$ cat src/logic/mipsPkg.sv
package mipsPkg;

    typedef logic [31:0] word;

    // primary opcodes
    localparam logic [5:0] opRtype = 6'h00;
    localparam logic [5:0] opAddi  = 6'h08;
    localparam logic [5:0] opAddiu = 6'h09;
    localparam logic [5:0] opLw    = 6'h23;
    localparam logic [5:0] opSw    = 6'h2b;

    // r-type funct codes
    localparam logic [5:0] fnSll = 6'h00;
    localparam logic [5:0] fnSrl = 6'h02;
    localparam logic [5:0] fnSra = 6'h03;
    localparam logic [5:0] fnAdd = 6'h20;

    typedef enum logic [1:0] {
        add,
        addUnsigned,
        passB
    } aluOpT;

    typedef enum logic [1:0] {
        shiftLeft,
        shiftRightLogic,
        shiftRightArith
    } shiftOpT;

    typedef enum logic [1:0] {aPc, aReg} aSelT;
    typedef enum logic [1:0] {bReg, bFour, bImm} bSelT;
    typedef enum logic [1:0] {wbAluOut, wbMdr, wbShift} wbSelT;

    typedef enum logic [4:0] {
        fetch,
        fetchWait,
        irLoad,
        decode,
        aluExec,
        aluWrite,
        memAddr,
        memRead,
        memWait,
        mdrLoad,
        loadWrite,
        storeWrite,
        shiftExec,
        shiftWrite,
        trap
    } ctrlStateT;

endpackage
$ cat src/logic/mipsCore.sv
`timescale 1ns/100ps

module mipsCore import mipsPkg::*; #(
    parameter word resetPc   = 32'h0,
    parameter word excVector = 32'h400
) (
    input  logic clk,
    input  logic arstN,
    input  word  memRdata,
    output word  memAddr,
    output word  memWdata,
    output word  epc,
    output logic memWrite
);

    logic       pcWrite, pcFromVector, irWrite, abLoad, mdrLoad, aluOutWrite;
    logic       epcWrite, regWrite, addrFromAluOut, destIsRd, overflow;
    logic [5:0] opcode, funct;
    aSelT       aSel;
    bSelT       bSel;
    aluOpT      aluOp;
    shiftOpT    shiftOp;
    wbSelT      wbSel;

    multiCycleControl u_control (
        .clk(clk), .arstN(arstN), .opcode(opcode), .funct(funct), .overflow(overflow),
        .pcWrite(pcWrite), .pcFromVector(pcFromVector), .irWrite(irWrite),
        .abLoad(abLoad), .mdrLoad(mdrLoad), .aluOutWrite(aluOutWrite),
        .epcWrite(epcWrite), .regWrite(regWrite), .memWrite(memWrite),
        .addrFromAluOut(addrFromAluOut), .destIsRd(destIsRd), .aSel(aSel),
        .bSel(bSel), .aluOp(aluOp), .shiftOp(shiftOp), .wbSel(wbSel)
    );

    instrDatapath #(.resetPc(resetPc), .excVector(excVector)) u_datapath (
        .clk(clk), .arstN(arstN), .memRdata(memRdata), .pcWrite(pcWrite),
        .pcFromVector(pcFromVector), .irWrite(irWrite), .abLoad(abLoad),
        .mdrLoad(mdrLoad), .aluOutWrite(aluOutWrite), .epcWrite(epcWrite),
        .regWrite(regWrite), .addrFromAluOut(addrFromAluOut), .destIsRd(destIsRd),
        .aSel(aSel), .bSel(bSel), .aluOp(aluOp), .shiftOp(shiftOp), .wbSel(wbSel),
        .memAddr(memAddr), .memWdata(memWdata), .epc(epc), .opcode(opcode),
        .funct(funct), .overflow(overflow)
    );

endmodule

$ cat src/logic/instrDatapath.sv
`timescale 1ns/100ps

module instrDatapath import mipsPkg::*; #(
    parameter word resetPc   = 32'h0,
    parameter word excVector = 32'h400
) (
    input  logic       clk,
    input  logic       arstN,
    input  word        memRdata,
    input  logic       pcWrite,
    input  logic       pcFromVector,
    input  logic       irWrite,
    input  logic       abLoad,
    input  logic       mdrLoad,
    input  logic       aluOutWrite,
    input  logic       epcWrite,
    input  logic       regWrite,
    input  logic       addrFromAluOut,
    input  logic       destIsRd,
    input  aSelT       aSel,
    input  bSelT       bSel,
    input  aluOpT      aluOp,
    input  shiftOpT    shiftOp,
    input  wbSelT      wbSel,
    output word        memAddr,
    output word        memWdata,
    output word        epc,
    output logic [5:0] opcode,
    output logic [5:0] funct,
    output logic       overflow
);

    word        pc, ir, mdr, regA, regB, aluOut;
    word        rdataA, rdataB, aluA, aluB, aluResult, shiftResult;
    word        immExt, wbData, pcMinus4;
    logic [4:0] waddr;

    assign opcode   = ir[31:26];
    assign funct    = ir[5:0];
    assign immExt   = {{16{ir[15]}}, ir[15:0]};
    assign pcMinus4 = pc - 32'd4;
    assign waddr    = destIsRd ? ir[15:11] : ir[20:16];

    // pc has already moved on once fetch is over
    assign memAddr  = addrFromAluOut ? aluOut : (pcWrite ? pc : pcMinus4);
    assign memWdata = regB;

    always_ff @(posedge clk or negedge arstN) begin
        if (!arstN) begin
            pc  <= resetPc;
            epc <= '0;
        end else begin
            if (pcWrite)
                pc <= pcFromVector ? excVector : aluResult;
            if (epcWrite)
                epc <= pcMinus4;  // address of the faulting instruction
        end
    end

    always_ff @(posedge clk) begin
        if (irWrite)
            ir <= memRdata;
        if (mdrLoad)
            mdr <= memRdata;
        if (abLoad) begin
            regA <= rdataA;
            regB <= rdataB;
        end
        if (aluOutWrite)
            aluOut <= aluResult;
    end

    assign aluA = (aSel == aPc) ? pc : regA;

    always_comb begin
        case (bSel)
            bReg:    aluB = regB;
            bFour:   aluB = 32'd4;
            default: aluB = immExt;
        endcase
        case (wbSel)
            wbMdr:   wbData = mdr;
            wbShift: wbData = shiftResult;
            default: wbData = aluOut;
        endcase
    end

    registerFile u_regFile (
        .clk(clk), .arstN(arstN), .raddrA(ir[25:21]), .raddrB(ir[20:16]),
        .waddr(waddr), .wdata(wbData), .we(regWrite), .rdataA(rdataA), .rdataB(rdataB)
    );

    aluUnit u_alu (
        .a(aluA), .b(aluB), .aluOp(aluOp), .result(aluResult), .overflow(overflow)
    );

    barrelShifter u_shifter (
        .value(regB), .shamt(ir[10:6]), .shiftOp(shiftOp), .result(shiftResult)
    );

endmodule

$ cat src/logic/multiCycleControl.sv
`timescale 1ns/100ps

module multiCycleControl import mipsPkg::*; (
    input  logic       clk,
    input  logic       arstN,
    input  logic [5:0] opcode,
    input  logic [5:0] funct,
    input  logic       overflow,
    output logic       pcWrite,
    output logic       pcFromVector,
    output logic       irWrite,
    output logic       abLoad,
    output logic       mdrLoad,
    output logic       aluOutWrite,
    output logic       epcWrite,
    output logic       regWrite,
    output logic       memWrite,
    output logic       addrFromAluOut,
    output logic       destIsRd,
    output aSelT       aSel,
    output bSelT       bSel,
    output aluOpT      aluOp,
    output shiftOpT    shiftOp,
    output wbSelT      wbSel
);

    ctrlStateT state;
    ctrlStateT nextState;
    logic      isRtype;
    logic      isAdd;
    logic      isShift;
    logic      isImmAlu;
    logic      isMem;
    shiftOpT   shiftDec;

    assign isRtype  = (opcode == opRtype);
    assign isAdd    = isRtype && (funct == fnAdd);
    assign isShift  = isRtype && (funct == fnSll || funct == fnSrl || funct == fnSra);
    assign isImmAlu = (opcode == opAddi) || (opcode == opAddiu);
    assign isMem    = (opcode == opLw) || (opcode == opSw);

    always_comb begin
        case (funct)
            fnSrl:   shiftDec = shiftRightLogic;
            fnSra:   shiftDec = shiftRightArith;
            default: shiftDec = shiftLeft;
        endcase
    end

    always_ff @(posedge clk or negedge arstN) begin
        if (!arstN) begin
            state <= fetch;
        end else begin
            state <= nextState;
        end
    end

    always_comb begin
        nextState = fetch;
        case (state)
            fetch:     nextState = fetchWait;
            fetchWait: nextState = irLoad;
            irLoad:    nextState = decode;
            decode: begin
                if (isAdd || isImmAlu)
                    nextState = aluExec;
                else if (isMem)
                    nextState = memAddr;
                else if (isShift)
                    nextState = shiftExec;
                else
                    nextState = trap;  // undefined opcode or funct
            end
            aluExec:   nextState = overflow ? trap : aluWrite;
            memAddr:   nextState = (opcode == opSw) ? storeWrite : memRead;
            memRead:   nextState = memWait;
            memWait:   nextState = mipsPkg::mdrLoad;  // port of the same name shadows it
            mipsPkg::mdrLoad: nextState = loadWrite;
            shiftExec: nextState = shiftWrite;
            default:   nextState = fetch;
        endcase
    end

    always_comb begin
        pcWrite        = 1'b0;
        pcFromVector   = 1'b0;
        irWrite        = 1'b0;
        abLoad         = 1'b0;
        mdrLoad        = 1'b0;
        aluOutWrite    = 1'b0;
        epcWrite       = 1'b0;
        regWrite       = 1'b0;
        memWrite       = 1'b0;
        addrFromAluOut = 1'b0;
        destIsRd       = 1'b0;
        aSel           = aPc;
        bSel           = bFour;
        aluOp          = addUnsigned;
        shiftOp        = shiftLeft;
        wbSel          = wbAluOut;
        case (state)
            fetch:   pcWrite = 1'b1;  // pc + 4
            irLoad:  irWrite = 1'b1;
            decode:  abLoad  = 1'b1;
            aluExec: begin
                aSel        = aReg;
                bSel        = isRtype ? bReg : bImm;
                aluOp       = (opcode == opAddiu) ? addUnsigned : add;
                aluOutWrite = 1'b1;
            end
            aluWrite: begin
                regWrite = 1'b1;
                destIsRd = isRtype;
            end
            memAddr: begin
                aSel        = aReg;
                bSel        = bImm;
                aluOutWrite = 1'b1;
            end
            memRead, memWait: addrFromAluOut = 1'b1;  // hold address for the read
            mipsPkg::mdrLoad: mdrLoad = 1'b1;
            loadWrite: begin
                regWrite = 1'b1;
                wbSel    = wbMdr;
            end
            storeWrite: begin
                addrFromAluOut = 1'b1;
                memWrite       = 1'b1;
            end
            shiftExec: shiftOp = shiftDec;
            shiftWrite: begin
                shiftOp  = shiftDec;
                wbSel    = wbShift;
                destIsRd = 1'b1;
                regWrite = 1'b1;
            end
            trap: begin
                epcWrite     = 1'b1;
                pcWrite      = 1'b1;
                pcFromVector = 1'b1;
            end
            default: ;
        endcase
    end

endmodule

$ cat src/logic/barrelShifter.sv
`timescale 1ns/100ps

module barrelShifter import mipsPkg::*; (
    input  word        value,
    input  logic [4:0] shamt,
    input  shiftOpT    shiftOp,
    output word        result
);

    always_comb begin
        case (shiftOp)
            shiftLeft:       result = value << shamt;
            shiftRightLogic: result = value >> shamt;   // zero fill
            shiftRightArith: result = word'($signed(value) >>> shamt);
            default:         result = value;
        endcase
    end

endmodule

$ cat src/logic/aluUnit.sv
`timescale 1ns/100ps

module aluUnit import mipsPkg::*; (
    input  word   a,
    input  word   b,
    input  aluOpT aluOp,
    output word   result,
    output logic  overflow
);

    word  sum;
    logic signedOvf;

    assign sum = a + b;

    // operands agree in sign, sum does not
    assign signedOvf = (a[31] == b[31]) && (sum[31] != a[31]);

    always_comb begin
        result   = sum;
        overflow = 1'b0;
        case (aluOp)
            add: begin
                result   = sum;
                overflow = signedOvf;
            end
            addUnsigned: result = sum;
            passB:       result = b;
            default:     result = sum;
        endcase
    end

endmodule

$ cat src/logic/registerFile.sv
`timescale 1ns/100ps

module registerFile import mipsPkg::*; (
    input  logic       clk,
    input  logic       arstN,
    input  logic [4:0] raddrA,
    input  logic [4:0] raddrB,
    input  logic [4:0] waddr,
    input  word        wdata,
    input  logic       we,
    output word        rdataA,
    output word        rdataB
);

    word regs [32];

    always_ff @(posedge clk or negedge arstN) begin
        if (!arstN) begin
            for (int i = 0; i < 32; i++)
                regs[i] <= '0;
        end else if (we && waddr != 5'd0) begin
            regs[waddr] <= wdata;
        end
    end

    // r0 always reads zero
    assign rdataA = (raddrA == 5'd0) ? '0 : regs[raddrA];
    assign rdataB = (raddrB == 5'd0) ? '0 : regs[raddrB];

endmodule

$ cat config.mk
export PLATFORM = sky130hd
export DESIGN_NAME = mipsCore
export DESIGN_NICKNAME = d
export VERILOG_FILES = /design/src/logic/mipsPkg.sv /design/src/logic/mipsCore.sv /design/src/logic/instrDatapath.sv /design/src/logic/multiCycleControl.sv /design/src/logic/barrelShifter.sv /design/src/logic/aluUnit.sv /design/src/logic/registerFile.sv
export SDC_FILE = /design/constraint.sdc
export NUM_CORES = 2
export LEC_CHECK = 0
export ABC_AREA = 0
export BUFFER_PORTS_ARGS = -buffer_cell sky130_fd_sc_hd__buf_2
export CORE_ASPECT_RATIO = 1.75
export CORE_MARGIN = 1
export CORE_UTILIZATION = 32
export DETAILED_ROUTE_END_ITERATION = 10
export GPL_TIMING_DRIVEN = 0
export PLACE_DENSITY = 0.56
export SETUP_SLACK_MARGIN = 0.05
export SLEW_MARGIN = 5
export SYNTH_ARGS = -nofsm -noshare
export SYNTH_HDL_FRONTEND = slang
export SYNTH_HIERARCHICAL = 1
export SYNTH_SLANG_ARGS = --single-unit
$ cat constraint.sdc
create_clock -name clk -period 9.7 [get_ports clk]
set_clock_uncertainty 0.05 [all_clocks]
set_input_delay 1.455 -clock clk [delete_from_list [all_inputs] [get_ports clk]]
set_output_delay 1.455 -clock clk [all_outputs]
set_load 0.05 [all_outputs]
---- Word level (Yosys, flattened, before mapping) ----
Index checks and enable logic that the tools add are counted.
word-level totals
  flip-flop bits (word level) ............. 1,253
  word-level logic and storage cells ...... 149
  bits of input ports ..................... 34
operators by class
  reduce and logical (&&, ||, !) cells .... 25
  bitwise operators ....................... 3
  add/subtract/negate cells ............... 2
  shifts and indexed selects .............. 3
  multiplexer cells ....................... 43
  order comparisons ....................... 4
  eq/ne operators ......................... 29
operators with widths
  operator                                              count
  bitwise mux 1024 bit                                  1
  binary-select mux 32 bit (select 5 bit)               2
  two-way mux 32 bit                                    10
  demux 32 bit (select 5 bit)                           1
  one-hot mux 32 bit (2 select lines)                   2
  one-hot mux 32 bit (3 select lines)                   1
  one-hot mux 5 bit (10 select lines)                   1
  equality test 5 x 4 -> 1 bit (second input constant)  7
  adder 32 bit                                          1
  left shift 32 x 5 -> 32 bit                           1
  right shift 32 x 5 -> 32 bit                          1
  >>> shifter 32 x 5 -> 32 bit                          1
  subtractor 32 x 3 -> 32 bit (second input constant)   1
  equality test 5 x 3 -> 1 bit (second input constant)  4
  equality test 6 bit (second input constant)           3
  >= comparator 6 bit (second input constant)           3
  NOT 5 -> 6 bit                                        3
  logical NOT 5 bit                                     3
  two-way mux 5 bit                                     3
  equality test 6 x 2 -> 1 bit (second input constant)  2
  equality test 6 x 4 -> 1 bit (second input constant)  2
  logical NOT 6 bit                                     2
  two-way mux 1 bit                                     12
  one-hot mux 2 bit (2 select lines)                    3
  other kinds (16)                                      39

---- Depth between registers and ports, before layout ----
  depth after elaboration ................. 11
  depth in mapped cells ................... 22
  depth with buffers taken out ............ 19

---- By module ----
The synthesis kept the hierarchy.
by module, submodules not included
  module             times used  area an instance (µm²)  cells an instance
  registerFile       1           54,019.3                3,514
  instrDatapath      1           10,272.4                866
  barrelShifter      1           4,455.5                 591
  aluUnit            1           2,160.8                 333
  multiCycleControl  1           475.5                   71

---- Worst setup path after synthesis ----
Ideal clock, no wire load.
  path kind ............................... flip-flop to flip-flop
  from .................................... register u_control.state[3]
  to ...................................... register u_control.state[3]
  clock period less this slack ............ 6.288 ns
  data required time ...................... 9.538 ns
  path slack .............................. 3.412 ns
  arrival ................................. 6.126 ns
  stages on the path, launching flop included .. 5
  library setup time ...................... 0.112 ns
  buffers on the path ..................... 1
  cell sequence ........................... dfrtp_1 clkbuf_1 nor3_1 o21ai_0 o221ai_1
on the way
  cells in the longest elaborated chain, start to end .. 11
  elaborated cells between the ends (all ways) .. 27
  classes of those cells .................. add/sub (1); eq/ne (12); mux (8); reduce/logical (6)
RTL lines
  item                                                   line                     source
  from (decl)                                            multiCycleControl.sv:27  ctrlStateT state;
  from (signal assigned)                                 multiCycleControl.sv:52  state <= fetch;
  from (signal assigned)                                 multiCycleControl.sv:54  state <= nextState;
  branches (longest 10 deep; another with adder 32 bit)  --
  one-hot mux 5 bit (10 select lines) *                  multiCycleControl.sv:60  case (state)
  net u_control.nextState[3]                             multiCycleControl.sv:28  ctrlStateT nextState;
Mark *: on every way through the listed nets, which the timed path passes.
A chain may end at the register's enable or synchronous reset.

---- Worst setup path in the final report ----
  from .................................... register u_datapath.ir[2]
  to ...................................... register u_datapath/u_regFile/regs[583] in the netlist's numbering
on the way
  cells in the longest elaborated chain, start to end .. 7
  elaborated cells between the ends (all ways) .. 10
  classes of those cells .................. eq/ne (4); mux (5); reduce/logical (1)
RTL lines
  item                                               line                      source
  from (decl)                                        instrDatapath.sv:33       word pc, ir, mdr, regA, regB, aluOut;
  from (signal assigned)                             instrDatapath.sv:62       ir <= memRdata;
  equality test 6 x 2 -> 1 bit                       multiCycleControl.sv:43   case (funct)
  one-hot mux 2 bit (2 select lines) *               multiCycleControl.sv:43
  two-way mux 2 bit *                                multiCycleControl.sv:101  case (state)
  net shiftOp[0]                                     mipsCore.sv:22            shiftOpT shiftOp;
  equality test 2 bit, or another cell as far along  barrelShifter.sv:11       case (shiftOp)
  one-hot mux 32 bit (3 select lines) *              barrelShifter.sv:11
  net u_datapath.shiftResult[7]                      instrDatapath.sv:34       word rdataA, rdataB, aluA, aluB, aluResult, shiftResult;
  one-hot mux 32 bit (2 select lines) *              instrDatapath.sv:81       case (wbSel)
  net u_datapath.wbData[7]                           instrDatapath.sv:35       word immExt, wbData, pcMinus4;
  bitwise mux 1024 bit *                             registerFile.sv:22        regs[waddr] <= wdata;
  to (signal, indexed assignment)                    registerFile.sv:22
  to (decl)                                          registerFile.sv:15        word regs [32];
Mark *: on every way through the listed nets, which the timed path passes. The rest lies on a longest branch.

==> run_results.csv <==
group,metric,value,unit
outcome,status,"finished with violations",
outcome,violations,"capacitance limit, slew limit",
yosys,synth-compound-area-share,0.0787,
yosys,synth-simple-area-share,0.0529,
sta,setup-tns-final,0,ns
route,wl,325000,um
job,maxCapViolations,6,
grt,track_usage,0.285,
yosys,synthDistinctLibCells,101,
cells_and_area,final_util,0.361,
placement,dp.cells,8424,
cts,h-tree-depth,3,
yosys,async_flop_share,0.872,
floorplan,io_pins,131,
yosys,synth-seq-area-share,0.450,
placement,postPlaceCellArea,76100,um2
cts,cts-root-buf,"clkbuf_16",
route,wl_met1,102000,um
cts,cts_resized,0,
cts,clk_latency,0.76,ns
yosys,yosysWarnings,6,
cts,postCtsSetupBuffers,0,
floorplan,die_h,627,um
power,seqPwrFrac,0.363,
floorplan,die_w,359,um
route,remaining_drc_errors,0,
cts,clock-sinks,1252,
yosys,synth_top_family_by_area,"multiplexers",
setup_path,max_stage_delay,1.33,ns
grt,grt_pass1_vias,55300,
setup_path,cp_num_buf_inv,4,
floorplan,die_area,225000,um2
yosys,yosys.area_share.adder,0.00624,
cells_and_area,stdcell_area,80200,um2
route,ant_nets,0,
sta,rsz0062_at_grt,"false",
setup_path,crit_slowest_cell,"o21ai_0",
route,num_vias,53000,
placement,port_buffers,130,
cts,cts_hold_buf,0,
setup_path,cp_max_fo,10,
floorplan,initial_core_util,0.321,
yosys,synthMuxAreaShare,0.364,
grt,grt_pass1_wl,447000,um
route,wl_met3,18600,um
cells_and_area,area_growth,12.3,%
setup_path,critPathTopFamily,"compound AO/OA/AOI/OAI gates",
worst_hold_path,hp-class,"reg2reg",
cts,cts_buffers,113,
sta,relSlewSlack,-0.0456,
floorplan,core_area,222000,um2
setup_path,cp_cell_sequence,"buf_4, nor3_1, or2b_2, nor4_1, buf_2, xor2_1, clkbuf_1, nand2_1, o22ai_1, nor3_1, a31oi_1, o22a_1, a22oi_1, o21ai_0, clkbuf_1, mux2_2",
setup_path,critPathLaunchType,"flip-flop",
grt,grt_max_degree,161,
grt,grt-ovfl-total,0,
sta,layout_min_cycle_time,7.69,ns
power,irDropWorstVdd,182,uV
route,routed-wl-met2,162000,um
yosys,netlist_area,71400,um2
sta,tightest_slew,1.56,ns
sta,hold_viol,0,
route,drt_iter0_markers,5413,
sta,setup-violations-final,0,
setup_path,crit_arrival,8.33,ns
sta,max_freq,0.130,GHz
yosys,ys.flop_type,"dfrtp_1",
yosys,yosys_register_bits,1252,
power,p_comb_frac,0.445,
route,route.detailed.vias_per_inst,6.13,
power,p_int,14.9,mW
setup_path,critPathCaptureType,"flip-flop",
yosys,synth_xor_area_frac,0.00589,
placement,hpwlAfterDp,249000,um
route,drt_first_pass_iters,7,
cts,cts.clk_slew.worst_paths,0.07,ns
cts,cts.path.max_buffers,3,
cts,cts_tree,"built",
power,sw_frac_of_total,0.419,
grt,antenna_found_initial,11,
route,wl_per_cell,37.6,um
floorplan,std_cell_rows,229,
route,routed.top_layer,"met5",
yosys,avgSynthCellArea,13.3,um2
setup_path,required,10.34,ns
yosys,synth_cells,5375,
cells_and_area,drive_gt1_frac,0.383,
power,clkPwrFrac,0.192,
sta,drv_slew,23,
power,power_switching,10.8,mW
power,p_leak,34.5,nW
setup_path,criticalPathCategory,"reg2reg",
cells_and_area,nets,5722,
yosys,synth_edf_count,160,
cells_and_area,nFillCells,21600,
placement,place.gp.congestion,1.02,
power,powerDensity,320,nW/um2
sta,period_share,0.792,
cells_and_area,stdcell_count,8645,
[cells in the mapped netlist (28+ instances only)]
master,number,share of area
buf_2,114,0.0080
xnor2_1,31,0.0038
o22ai_1,96,0.0084
a31oi_1,45,0.0039
a21o_1,37,0.0039
mux4_2,522,0.16
a2111oi_0,28,0.0034
a22oi_1,55,0.0058
inv_1,49,0.0026
clkbuf_1,324,0.017
nor3_1,101,0.0071
nor2_1,218,0.011
a21oi_1,106,0.0074
o21ai_0,147,0.010
o221ai_1,31,0.0038
mux2_2,1077,0.17
a22o_1,70,0.0086
buf_4,57,0.0060
nor2b_1,28,0.0025
nand2_1,193,0.010
edfxtp_1,160,0.067
or4_1,29,0.0030
buf_1,73,0.0038
a211oi_1,50,0.0053
nand3_1,31,0.0022
ha_1,34,0.0060
dfrtp_1,1092,0.38
nand3b_1,36,0.0038
mux2i_1,208,0.029
[power by group through the flow]
stage          sequential [mW]  combinational (mW)  clock [mW]
2_1_floorplan             8.83                7.29           0
3_3_place_gp              9.25                10.9           0
3_5_place_dp              9.32                11.2           0
4_1_cts                   9.22                11.2        5.00
5_1_grt                   9.49                11.9        5.17
6_report                  9.32                11.4        4.93
[cell families after synthesis]
| family | Yosys count |
|---|---|
| mux | 1811 |
| flops | 1252 |
| compound gates | 816 |
| simple gates | 768 |
| buf+inv | 644 |
| xor+xnor | 48 |
| fa+ha+maj | 35 |
| other cells | 1 |
[final cells by class]
type                    count  area, um2  area share
diodes                      7       17.5    0.000219
plain buffers             593       2800      0.0350
clock buffers             169       3370      0.0421
clock inverters            44        622     0.00776
inverters                  51        194     0.00242
multi-input cells        3480      36300       0.453
flip-flops and latches   1252      32100       0.401
well taps                2887       3610      0.0451
repair buffers            162       1100      0.0137
[placed cells by master, fill, tap and decap left out, types with 45 or more instances in the layout]
| cell type | count |
|---|---|
| mux4_2 | 522 |
| nand2_1 | 193 |
| buf_4 | 72 |
| a211oi_1 | 50 |
| a21oi_1 | 106 |
| edfxtp_1 | 160 |
| mux2_2 | 1077 |
| o22ai_1 | 96 |
| a22o_1 | 70 |
| inv_1 | 49 |
| mux2i_1 | 208 |
| a31oi_1 | 45 |
| a22oi_1 | 55 |
| buf_2 | 245 |
| nor3_1 | 99 |
| clkbuf_1 | 340 |
| dfrtp_1 | 1092 |
| nor2_1 | 213 |
| o21ai_0 | 129 |
| clkbuf_16 | 117 |
| buf_1 | 71 |
[stage by stage]
stage	total power [mW]	hold WS, ns	setup WS [ns]
global placement	20.2	0.403	-17.74
global route	26.5	0.452	2.16
floorplan	16.1	0.391	3.41
finish	25.7	0.431	2.01
CTS	25.4	0.433	2.29
detailed placement	20.5	0.418	2.34
[worst reg2reg max path, cell delays in order, from the launching register on]
cell and delay (ns):
edfxtp_1 0.45, buf_4 0.17, nor3_1 0.33, or2b_2 0.38, nor4_1 1.00, buf_2 0.40
xor2_1 0.21, clkbuf_1 0.75, nand2_1 0.25, o22ai_1 0.19, nor3_1 0.06, a31oi_1 0.46
o22a_1 0.31, a22oi_1 0.37, o21ai_0 1.33, clkbuf_1 0.60, mux2_2 0.29
[routing by layer]
metal,up-vias,track usage
li1,21200,-
met4,6,0.297
met1,27800,0.275
met2,2737,0.502
met3,1212,0.0459
met5,-,0
[registers in the layout, summed over array words and instances, names as in the netlist]
register	flops
u_control/state	4
u_datapath/regA	32
u_datapath/u_regFile/regs	1024
u_datapath/ir	32
u_datapath/mdr	32
u_datapath/memWdata	32
u_datapath/aluOut	32
u_datapath/pc	32
u_datapath/epc	32
[worst paths after layout]
| path | start | endpoint | slack (ns) | cells after the start |
|---|---|---|---|---|
| worst max-delay path | u_datapath/ir[2] | u_datapath/u_regFile/regs[583] | 2.01 | 16 |
| worst min-delay path | u_datapath/u_regFile/regs[1013] | u_datapath/u_regFile/regs[1013] | 0.43 | 1 |
| worst max register to register | u_datapath/ir[2] | u_datapath/u_regFile/regs[583] | 2.01 | 16 |
| worst min register to register | u_datapath/u_regFile/regs[1013] | u_datapath/u_regFile/regs[1013] | 0.43 | 1 |
| max in group asynchronous | arstN | u_datapath/u_regFile/regs[247] | 5.40 | 6 |
| min in group asynchronous | arstN | u_datapath/pc[6] | 0.53 | 1 |
(Power assumes the default switching activity.)
